<file path="src/hdl/lms_ctrl_pkg.sv">
// Ready history length assumes the lock level is already synchronous to dsp_clk
package lms_ctrl_pkg;

   // Consecutive high lock samples before the converters are enabled
   parameter int READY_HISTORY = 6;

   // Sequencer state, derived from the lock history
   typedef enum logic [1:0]
   {
      SEQ_IDLE   = 2'b00,                  // History empty, no lock seen
      SEQ_SETTLE = 2'b01,                  // History partly filled, PLL held in reset
      SEQ_RUN    = 2'b10                   // History full, converters running
   } seq_state_e;

endpackage

</file>
<file path="src/hdl/lms_data_pkg.sv">
// Widths are fixed for the interleaved-IQ converter: 12-bit ADC/DAC words, 14-bit samples, 16-bit DSP-side DAC words
package lms_data_pkg;

   // Converter side
   parameter int ADC_WIDTH = 12;          // Raw ADC word from the converter
   parameter int DAC_WIDTH = 12;          // DAC word taken by the converter

   // DSP side
   parameter int SAMPLE_WIDTH = 14;       // Zero-extended receive sample
   parameter int DAC_IN_WIDTH = 16;       // Transmit word before truncation

   // Raw ADC word as it appears on the converter bus
   typedef logic [ADC_WIDTH-1:0] adc_word_t;

   // Receive sample presented to the DSP chain
   typedef logic [SAMPLE_WIDTH-1:0] sample_t;

   // Transmit word from the DSP chain, only the low bits reach the DAC
   typedef logic [DAC_IN_WIDTH-1:0] dac_in_t;

   // Word driven onto the converter DAC bus
   typedef logic [DAC_WIDTH-1:0] dac_word_t;

   // Slot of the shared IQ bus
   // IQ_I maps to a low select line, IQ_Q to a high one
   typedef enum logic
   {
      IQ_I = 1'b0,                         // In-phase slot
      IQ_Q = 1'b1                          // Quadrature slot
   } iq_phase_e;

endpackage
</file>
<file path="src/hdl/lms_frontend_top.sv">
// All converter pins are synchronous to dsp_clk; samples are offered once with no back-pressure
`timescale 1ns/10ps

module lms_frontend_top
   #(
   parameter int                 N_RX_CH        = 2,      // Receive channels on the board
   parameter logic [N_RX_CH-1:0] RX_INVERT_MASK = 2'b01   // One bit per channel
   )
   (
   input  logic                                   dsp_clk,
   input  logic                                   reset_i,
   input  logic                                   clock_ready_i,

   // Receive converters
   input  lms_data_pkg::adc_word_t [N_RX_CH-1:0]  adc_i,
   output logic                    [N_RX_CH-1:0]  rx_iq_sel_o,
   output lms_data_pkg::sample_t   [N_RX_CH-1:0]  rx_sample_i_o,
   output lms_data_pkg::sample_t   [N_RX_CH-1:0]  rx_sample_q_o,
   output logic                    [N_RX_CH-1:0]  rx_valid_o,

   // Transmit converter
   input  lms_data_pkg::dac_in_t                  dac_i_i,
   input  lms_data_pkg::dac_in_t                  dac_q_i,
   output lms_data_pkg::dac_word_t                dac_o,
   output logic                                   tx_iq_sel_o,

   // Clocking status
   output logic                                   pll_reset_o,
   output logic                                   frontend_run_o
   );

   logic                    run;
   lms_data_pkg::iq_phase_e phase;
   logic                    pair_end;

   converter_sequencer u_sequencer
      (
      .dsp_clk       (dsp_clk),
      .reset_i       (reset_i),
      .clock_ready_i (clock_ready_i),
      .pll_reset_o   (pll_reset_o),
      .run_o         (run),
      .phase_o       (phase),
      .pair_end_o    (pair_end)
      );

   assign frontend_run_o = run;

   // One deinterleaver per ADC, all on the shared phase
   for (genvar g = 0; g < N_RX_CH; g++)
   begin : gen_rx_ch
      rx_iq_deinterleave
         #(
         .INVERT (RX_INVERT_MASK[g])
         )
      u_rx
         (
         .dsp_clk    (dsp_clk),
         .reset_i    (reset_i),
         .run_i      (run),
         .phase_i    (phase),
         .pair_end_i (pair_end),
         .adc_i      (adc_i[g]),
         .iq_sel_o   (rx_iq_sel_o[g]),
         .sample_i_o (rx_sample_i_o[g]),
         .sample_q_o (rx_sample_q_o[g]),
         .valid_o    (rx_valid_o[g])
         );
   end

   tx_iq_interleave u_tx
      (
      .dsp_clk     (dsp_clk),
      .reset_i     (reset_i),
      .run_i       (run),
      .phase_i     (phase),
      .dac_i_i     (dac_i_i),
      .dac_q_i     (dac_q_i),
      .dac_o       (dac_o),
      .tx_iq_sel_o (tx_iq_sel_o)
      );

endmodule

</file>
<file path="src/hdl/tx_iq_interleave.sv">
// Upper DAC input bits beyond the converter width are dropped, not saturated; outputs are idle when run is low
`timescale 1ns/10ps

module tx_iq_interleave
   (
   input  logic                    dsp_clk,
   input  logic                    reset_i,
   input  logic                    run_i,
   input  lms_data_pkg::iq_phase_e phase_i,
   input  lms_data_pkg::dac_in_t   dac_i_i,       // In-phase word from the DSP side
   input  lms_data_pkg::dac_in_t   dac_q_i,       // Quadrature word from the DSP side
   output lms_data_pkg::dac_word_t dac_o,
   output logic                    tx_iq_sel_o    // Low marks I on the DAC bus
   );

   lms_data_pkg::dac_word_t dac_i_trunc;
   lms_data_pkg::dac_word_t dac_q_trunc;

   // Converter takes only the low bits
   assign dac_i_trunc = dac_i_i[lms_data_pkg::DAC_WIDTH-1:0];
   assign dac_q_trunc = dac_q_i[lms_data_pkg::DAC_WIDTH-1:0];

   always_ff @(posedge dsp_clk)
   begin
      if (reset_i || !run_i)
      begin
         dac_o       <= '0;
         tx_iq_sel_o <= 1'b0;
      end
      else if (phase_i == lms_data_pkg::IQ_I)
      begin
         dac_o       <= dac_i_trunc;
         tx_iq_sel_o <= 1'b0;
      end
      else
      begin
         dac_o       <= dac_q_trunc;
         tx_iq_sel_o <= 1'b1;
      end
   end

endmodule

</file>
<file path="src/hdl/rx_iq_deinterleave.sv">
// One ADC channel; the converter must put the word for the selected slot on adc_i in the same cycle
`timescale 1ns/10ps

module rx_iq_deinterleave
   #(
   parameter bit INVERT = 1'b0                 // Complement the raw word, undoes a board swap
   )
   (
   input  logic                    dsp_clk,
   input  logic                    reset_i,
   input  logic                    run_i,
   input  lms_data_pkg::iq_phase_e phase_i,
   input  logic                    pair_end_i,
   input  lms_data_pkg::adc_word_t adc_i,
   output logic                    iq_sel_o,   // Low asks for I, high for Q
   output lms_data_pkg::sample_t   sample_i_o,
   output lms_data_pkg::sample_t   sample_q_o,
   output logic                    valid_o
   );

   localparam int PAD = lms_data_pkg::SAMPLE_WIDTH - lms_data_pkg::ADC_WIDTH;

   lms_data_pkg::adc_word_t adc_word;
   lms_data_pkg::adc_word_t i_hold;

   assign adc_word = INVERT ? ~adc_i : adc_i;

   // Select follows the shared phase directly
   assign iq_sel_o = (phase_i == lms_data_pkg::IQ_Q);

   // I word waits here for its Q partner
   always_ff @(posedge dsp_clk)
   begin
      if (run_i && (phase_i == lms_data_pkg::IQ_I))
         i_hold <= adc_word;
   end

   // Pair register, refilled every second run cycle
   always_ff @(posedge dsp_clk)
   begin
      if (pair_end_i)
      begin
         sample_i_o <= {{PAD{1'b0}}, i_hold};
         sample_q_o <= {{PAD{1'b0}}, adc_word};   // Current word is the Q slot
      end
   end

   always_ff @(posedge dsp_clk)
   begin
      if (reset_i)
         valid_o <= 1'b0;
      else
         valid_o <= pair_end_i;   // One cycle per pair
   end

endmodule

</file>
<file path="src/hdl/converter_sequencer.sv">
// Expects clock_ready_i synchronous to dsp_clk; a single low sample drops run for the whole history
`timescale 1ns/10ps

module converter_sequencer
   (
   input  logic                    dsp_clk,
   input  logic                    reset_i,
   input  logic                    clock_ready_i,   // Lock level from the clock chip
   output logic                    pll_reset_o,
   output logic                    run_o,
   output lms_data_pkg::iq_phase_e phase_o,
   output logic                    pair_end_o       // Last slot of an I/Q pair
   );

   logic [lms_ctrl_pkg::READY_HISTORY-1:0] ready_hist;
   logic [lms_ctrl_pkg::READY_HISTORY-1:0] ready_hist_next;
   lms_ctrl_pkg::seq_state_e               state;
   lms_ctrl_pkg::seq_state_e               state_next;
   lms_data_pkg::iq_phase_e                phase;
   logic                                   stay_run;

   // Newest lock sample enters at bit 0
   assign ready_hist_next = {ready_hist[lms_ctrl_pkg::READY_HISTORY-2:0], clock_ready_i};

   always_comb
   begin
      if (ready_hist_next == '0)
         state_next = lms_ctrl_pkg::SEQ_IDLE;
      else if (&ready_hist_next)
         state_next = lms_ctrl_pkg::SEQ_RUN;
      else
         state_next = lms_ctrl_pkg::SEQ_SETTLE;
   end

   // Phase only advances between two run cycles
   assign stay_run = (state == lms_ctrl_pkg::SEQ_RUN) &&
                     (state_next == lms_ctrl_pkg::SEQ_RUN);

   always_ff @(posedge dsp_clk)
   begin
      if (reset_i)
      begin
         ready_hist <= '0;
         state      <= lms_ctrl_pkg::SEQ_IDLE;
      end
      else
      begin
         ready_hist <= ready_hist_next;
         state      <= state_next;
      end
   end

   // First run cycle always lands on the I slot
   always_ff @(posedge dsp_clk)
   begin
      if (reset_i)
         phase <= lms_data_pkg::IQ_I;
      else if (stay_run)
      begin
         if (phase == lms_data_pkg::IQ_I)
            phase <= lms_data_pkg::IQ_Q;
         else
            phase <= lms_data_pkg::IQ_I;
      end
      else
         phase <= lms_data_pkg::IQ_I;   // Parked while stopped
   end

   assign pll_reset_o = (state == lms_ctrl_pkg::SEQ_SETTLE);   // Partial history only
   assign run_o       = (state == lms_ctrl_pkg::SEQ_RUN);
   assign phase_o     = phase;

   // Shared strobe so every channel closes its pair on the same cycle
   assign pair_end_o  = run_o && (phase == lms_data_pkg::IQ_Q);

endmodule

</file>
<file path="config.mk">
export PLATFORM = sky130hd
export DESIGN_NAME = lms_frontend_top
export DESIGN_NICKNAME = d
export VERILOG_FILES = /design/src/hdl/lms_ctrl_pkg.sv /design/src/hdl/lms_data_pkg.sv /design/src/hdl/lms_frontend_top.sv /design/src/hdl/tx_iq_interleave.sv /design/src/hdl/rx_iq_deinterleave.sv /design/src/hdl/converter_sequencer.sv
export SDC_FILE = /design/constraint.sdc
export NUM_CORES = 1
export LEC_CHECK = 0
export BUFFER_PORTS_ARGS = -buffer_cell sky130_fd_sc_hd__buf_2
export CAP_MARGIN = 20
export CORE_MARGIN = 3
export CORE_UTILIZATION = 46
export DETAILED_ROUTE_END_ITERATION = 7
export PLACE_DENSITY = 0.79
export SYNTH_ARGS = -nofsm -noshare
export SYNTH_HDL_FRONTEND = slang
export SYNTH_SLANG_ARGS = --single-unit
export TNS_END_PERCENT = 5
</file>
<file path="constraint.sdc">
create_clock -name dsp_clk -period 3.2 [get_ports dsp_clk]
set_input_delay 0.32 -clock dsp_clk [delete_from_list [all_inputs] [get_ports dsp_clk]]
set_output_delay 0.32 -clock dsp_clk [all_outputs]
set_load 0.03 [all_outputs]
</file>
==> results of run 1 <==
-- cells in the final DEF (no fill, tap or decap) --
master and n:
nor2b_4 1, inv_1 13, a21oi_1 1, nand2b_4 1, nor2b_1 5, clkinv_4 2, nor2_1 16, nand3_1 1
buf_4 3, mux2i_1 12, nor3_1 1, and2_1 2, clkinv_1 3, conb_1 8, nor4_1 1, edfxtp_1 72
and2_2 1, and2b_1 1, buf_2 117, clkbuf_8 9, dfxtp_1 22, and4_1 1
-- worst register-to-register path, stage by stage, from the launching register on --
cell     delay [ns]
dfxtp_1        0.34
nor2b_4        0.19
and2_2         0.50
buf_4          0.42
-- kinds of logic after synthesis --
family / Yosys count / share of synthesized area [%]
AOI/OAI and AO/OA: 1 / 0.163
DFF: 94 / 84.7
and+or+nand+nor: 31 / 5.54
buffers and inverters: 28 / 5.62
muxes: 12 / 3.91
other: 1 / 0.122
-- how the worst max path moves through the flow --
stage | from | endpoint | slack [ns] | cells after the start
finish | u_sequencer.state[1] | gen_rx_ch[0].u_rx.sample_q_o[11] | 1.41 | 3
global route | u_sequencer.state[1] | gen_rx_ch[0].u_rx.sample_q_o[0] | 1.28 | 3
CTS | u_sequencer.state[1] | gen_rx_ch[0].u_rx.sample_q_o[0] | 1.36 | 3
detailed placement | u_sequencer.state[1] | gen_rx_ch[0].u_rx.sample_i_o[6] | 1.39 | 3
global placement | u_sequencer.state[1] | gen_rx_ch[0].u_rx.sample_q_o[3] | 1.45 | 3
floorplan | u_sequencer.state[1] | gen_rx_ch[0].u_rx.sample_i_o[0] | 0.98 | 2
-- power breakdown --
group	switching, W	internal (W)	total (W)
clock	0.000364	0.000269	0.000633
combinational	0.0000341	0.0000291	0.0000632
sequential	0.00000211	0.00131	0.00131
total	0.000401	0.00160	0.00200
-- registers in the layout, indices dropped and copies added (netlist names) --
signal / cells
gen_rx_ch.u_rx.i_hold: 24
gen_rx_ch.u_rx.sample_i_o: 24
gen_rx_ch.u_rx.sample_q_o: 24
u_tx.dac_o: 12
u_sequencer.ready_hist: 5
u_sequencer.state: 2
gen_rx_ch.u_rx.valid_o: 1
u_sequencer.phase_o: 1
u_tx.tx_iq_sel_o: 1
-- synth_stat cells --
cell / instances
edfxtp_1: 72
dfxtp_1: 22
nor2_1: 16
inv_1: 13
buf_4: 12
mux2i_1: 12
nor2b_1: 5
and2_1: 3
buf_6: 3
a21oi_1: 1
and2b_1: 1
and4_1: 1
conb_1: 1
nand2b_4: 1
nand3_1: 1
nor2b_4: 1
nor3_1: 1
nor4_1: 1
-- final cells by class --
cell class,count,area share [%]
multi-input cells,52,8.52
flip-flops and latches,94,67.9
inverters,13,1.27
well taps,77,2.51
clock inverters,5,0.750
repair buffers,120,15.9
clock buffers,9,3.23
-- layer usage --
layer  GRT usage (%)  wire, µm  vias up
met4            7.39       101        0
met3            4.89       515        9
met5               0         0        -
li1                -         -      807
met2            21.1      2310       90
met1            14.4      2030      754
-- per-stage QoR --
| stage | std cells | instance area (µm²) | utilization [%] | power, W | setup slack [ns] |
|---|---|---|---|---|---|
| floorplan | 174 | 3100 | - | 0.00137 | 0.978 |
| global placement | 356 | 3680 | 57.3 | 0.00140 | 1.45 |
| detailed placement | 356 | 3680 | 57.3 | 0.00140 | 1.39 |
| CTS | 370 | 3830 | 59.7 | 0.00203 | 1.36 |
| global route | 370 | 3830 | 59.7 | 0.00208 | 1.28 |
| finish | 370 | 3830 | 59.7 | 0.00200 | 1.41 |
==> impl_metrics.yaml, run 1 <==
drt:
  antenna_left: 0
  wl_mm: 4.95
  drt-initial-drc-count: 77
  wire_per_inst_um: 13.4
  avgViaCountPerCell: 4.49
  dr.pass1.iters: 4
  drc: 0
  num_vias: 1660
power_and_ir_drop:
  p_per_area_nw_per_um2: 523
  peakVddDrop_v: 0.000337
  p_leak_nw: 1.58
logic_synthesis:
  syn_inst: 167
  syn_area_um2: 3070
  yosysSeqAreaShare_pct: 84.7
  yosysUniqueCellTypes: 18
  ys_ff_latch: 94
  syn_avg_cell_area_um2: 18.4
  synth_area_leader_cell: "edfxtp_1"
  yosys.area.top_type_share_pct: 70.3
  ys_top_cells_by_area: "edfxtp_1 (70%), dfxtp_1 (14%), mux2i_1 (3.9%), buf_4 (2.9%), nor2_1 (2.0%)"
  yosys_warnings: 0
global_routing:
  antenna_found_initial: 0
  grt_max_degree: 29
  grt_pass1_vias: 1644
  grt_overflow: 0
  grt_use_total_pct: 12.9
  grt_pass1_wl_mm: 7.33
worst_setup_path:
  slowest_stage: "and2_2"
  reg2reg_setup_slack_ns: 1.41
  critPathLaunchType: "flop"
  crit_fanout: 28
  worstSetupPathType: "flop to flop"
  path_buf_inv: 1
  reg2reg_depth: 3
  crit_chain: "nor2b_4 > and2_2 > buf_4"
  arrival_ns: 1.81
  crit_family: "simple AND/OR/NAND/NOR gates"
  end_kind: "flop"
  r2r-end: "gen_rx_ch[0].u_rx.sample_q_o[11]"
  r2r-start: "u_sequencer.state[1]"
  critPathRequiredTime_ns: 3.21
  max_stage_delay_ns: 0.50
clocking:
  postCtsHoldBufs: 0
  clk_pin_slew_ns: 0.08
  numClockSinks: 94
  post_cts_buffers: 0
  clockBufferDepth: 2
  cts-root-buf: "clkbuf_8"
  cts_made_buffers: 9
  insertion_delay_ns: 0.34
  ctsResizeCount: 0
  htreeDepth: 3
  cts_tree: "done"
sta:
  holdWs_ns: 0.164
  setup_viol: 0
  hold_viol_final: 0
  slew_headroom_pct: 66.0
  clock.fmax_mhz: 558
  period_share_pct: 56.0
  tightest_slew_ns: 0.510
  rsz0062_at_grt: "no"
  fin_skew_ns: 0.00743
  tns_ns: 0
  drv_slew: 0
  fin_crit_ns: 1.79
die:
  rows: 29
  die_x_um: 87.8
  floorplan.initialDensity_pct: 47.9
  die-area_um2: 7700
  core_um2: 6420
  io_pins: 134
  die_h_um: 87.8
run:
  max_cap_viol_count: 0
cells_and_area:
  drive_gt1_share_pct: 45.7
  regArea_um2: 2600
  multi_input_area_um2: 327
  n_fill_cell: 509
  n_antenna_cell: 0
  nets: 349
  syn_to_final_growth_pct: 24.7
min_path:
  min_delay_path_depth: 1
  worstHoldEndpoint: "gen_rx_ch[1].u_rx.sample_q_o[7]"
  min-delay-start: "adc_i[19]"
  hp-class: "input port to flop"
placement:
  place.gp.congestion: 0.664
  place_hpwl_mm: 3.58
  port_buffers: 117
run_status:
  status: "completed"
Note: power is estimated with default switching activity, not from simulation.
==> inputs of run 2 (changes only) <==
--- a/config.mk
+++ b/config.mk
@@ -8,9 +8,9 @@
 export BUFFER_PORTS_ARGS = -buffer_cell sky130_fd_sc_hd__buf_2
 export CAP_MARGIN = 20
 export CORE_MARGIN = 3
-export CORE_UTILIZATION = 46
+export CORE_UTILIZATION = 42
 export DETAILED_ROUTE_END_ITERATION = 7
-export PLACE_DENSITY = 0.79
+export PLACE_DENSITY = 0.76
 export SYNTH_ARGS = -nofsm -noshare
 export SYNTH_HDL_FRONTEND = slang
 export SYNTH_SLANG_ARGS = --single-unit
==> constraint.sdc (replaced) <==
create_clock -name dsp_clk -period 1.4 [get_ports dsp_clk]
set_input_delay 0.14 -clock dsp_clk [delete_from_list [all_inputs] [get_ports dsp_clk]]
set_output_delay 0.14 -clock dsp_clk [all_outputs]
set_load 0.03 [all_outputs]
==> run 2 against run 1 <==
  * Wire length up 6.0%
  * Core utilization fell by 0.77 points
  * Register-to-register slack worse by 1.3 ns
  * Largest cell class unchanged
==> impl_metrics.yaml, run 2 (synthesized netlist as in run 1, its figures left out) <==
run_status:
  status: "completed"
sta:
  fin_crit_ns: 1.30
  clock.fmax_mhz: 771
  setup_viol: 0
  tns_ns: 0
  fin_skew_ns: 0.00793
  holdWs_ns: 0.0250
  drv_slew: 0
  period_share_pct: 92.7
  rsz0062_at_grt: "no"
  hold_viol_final: 0
worst_setup_path:
  slowest_stage: "dfxtp_1"
  critPathRequiredTime_ns: 1.26
  crit_fanout: 15
  max_stage_delay_ns: 0.37
  worstSetupPathType: "flop to primary output"
  reg2reg_depth: 3
  cp-endpoint: "rx_iq_sel_o[1]"
  end_kind: "primary output"
  r2r-end: "gen_rx_ch[0].u_rx.sample_i_o[5]"
  reg2reg_setup_slack_ns: 0.12
  crit_chain: "buf_6 > buf_2"
  r2r-start: "u_sequencer.state[1]"
  critPathLaunchType: "flop"
  critPathLaunch: "u_sequencer.phase_o"
  arrival_ns: 1.16
cells_and_area:
  nets: 363
  n_fill_cell: 547
  regArea_um2: 2600
  drive_gt1_share_pct: 45.5
  final_common_cell: "buf_2"
  syn_to_final_growth_pct: 33.1
  final_cell_area_um2: 4090
  n_antenna_cell: 0
  reg.largest.list: "gen_rx_ch.u_rx.i_hold (24), gen_rx_ch.u_rx.sample_i_o (24), gen_rx_ch.u_rx.sample_q_o (24)"
  final_cell_mix: "buf_2 (117), edfxtp_1 (72), dfxtp_1 (22)"
  stdcell_count: 404
  multi_input_area_um2: 329
power_and_ir_drop:
  comb_power_share_pct: 3.4
  p_leak_nw: 1.68
  p_int_w: 0.00409
  clockPowerShare_pct: 37.7
  p_sw_share_pct: 19.5
  p_seq_share_pct: 58.9
  power_w: 0.00508
  p_per_area_nw_per_um2: 1240
  p_sw_w: 0.000991
  peakVddDrop_v: 0.000562
clocking:
  insertion_delay_ns: 0.35
  cts_tree: "done"
  clk_pin_slew_ns: 0.09
  cts-root-buf: "clkbuf_8"
  numClockSinks: 94
  clockBufferDepth: 2
  htreeDepth: 3
  cts_made_buffers: 9
run:
  max_cap_viol_count: 0
die:
  rows: 30
  core_um2: 6940
  io_pins: 134
  die_x_um: 91.6
  die_h_um: 91.6
  die-area_um2: 8380
  floorplan.initialDensity_pct: 44.3
min_path:
  hp-class: "input port to flop"
global_routing:
  grt_pass1_vias: 1754
  antenna_found_initial: 0
  grt_pass1_wl_mm: 8.12
  grt_max_degree: 49
  grt_overflow: 0
  grt_use_total_pct: 12.7
placement:
  place.gp.congestion: 0.692
  dp.cells: 376
  place_hpwl_mm: 3.70
  port_buffers: 117
  dpl-instance-area_um2: 3740
drt:
  drc: 0
  wl_met2_mm: 2.55
  num_vias: 1727
  wl_met3_um: 493
  avgViaCountPerCell: 4.27
  wl_mm: 5.25
  wl_met1_mm: 2.14
  dr.max_layer_used: "met4"
  drt-initial-drc-count: 50
  dr.pass1.iters: 4
  wire_per_inst_um: 13.0
  antenna_left: 0
run 2: cell count changes in the layout (fill, tap and decap cells not counted), sizes merged:
cell / delta
buf: +1
bufinv: +2
inv: +2
clkinvlp: +1
clkinv: -4
dlygate4sd3: +13
run 2: worst min-delay path by stage:
stage,cells after the start,startpoint,slack (ns),end
after global routing,3,dac_i_i[11],0.03,u_tx.dac_o[11]
after detailed placement,1,adc_i[16],0.33,gen_rx_ch[1].u_rx.i_hold[4]
after global placement,1,adc_i[23],0.33,gen_rx_ch[1].u_rx.i_hold[11]
after floorplan,1,reset_i,0.21,u_sequencer.ready_hist[0]
after CTS,3,dac_q_i[4],0.001,u_tx.dac_o[4]
final,3,dac_q_i[6],0.02,u_tx.dac_o[6]
run 2: timing repair:
item	4_1_cts	5_1_grt
setup buffers	0	0
endpoints found under the setup margin	0	2
endpoints found under the hold margin	25	0
hold buffers	13	0
gates resized for setup	0	1
run 2: per-layer routing:
metal  GRT usage, %  vias up
met5              0        -
met4           6.78        0
met3           4.72        6
met2           20.2       90
met1           15.0      794
li1               -      837
run 2: area by class of cell:
class,count,share of cell area [%]
Multi-Input combinational cell,52,8.04
Timing Repair Buffer,134,18.9
Inverter,13,1.19
Sequential cell,94,63.6
Clock inverter,6,2.29
Tap cell,96,2.93
Clock buffer,9,3.03
run 2: critical path, delay by kind of cell (launching register included):
| kind | cells | cell delay [ns] |
|---|---|---|
| buf+inv | 2 | 0.44 |
| flops | 1 | 0.37 |
run 2: power groups by stage:
stage | Sequential (W) | Combinational [W] | Clock [W]
after detailed placement | 0.00306 | 0.000144 | 0
after global routing | 0.00299 | 0.000191 | 0.00211
after global placement | 0.00305 | 0.000139 | 0
after CTS | 0.00299 | 0.000173 | 0.00198
after floorplan | 0.00305 | 0.0000779 | 0
final | 0.00299 | 0.000171 | 0.00192
run 2: per-stage QoR:
step / setup WS (ns) / utilization (%)
after detailed placement: 0.133 / 53.9
after floorplan: -0.0639 / -
after global routing: 0.0252 / 58.9
final: 0.103 / 58.9
after CTS: 0.0164 / 58.9
after global placement: 0.149 / 53.9
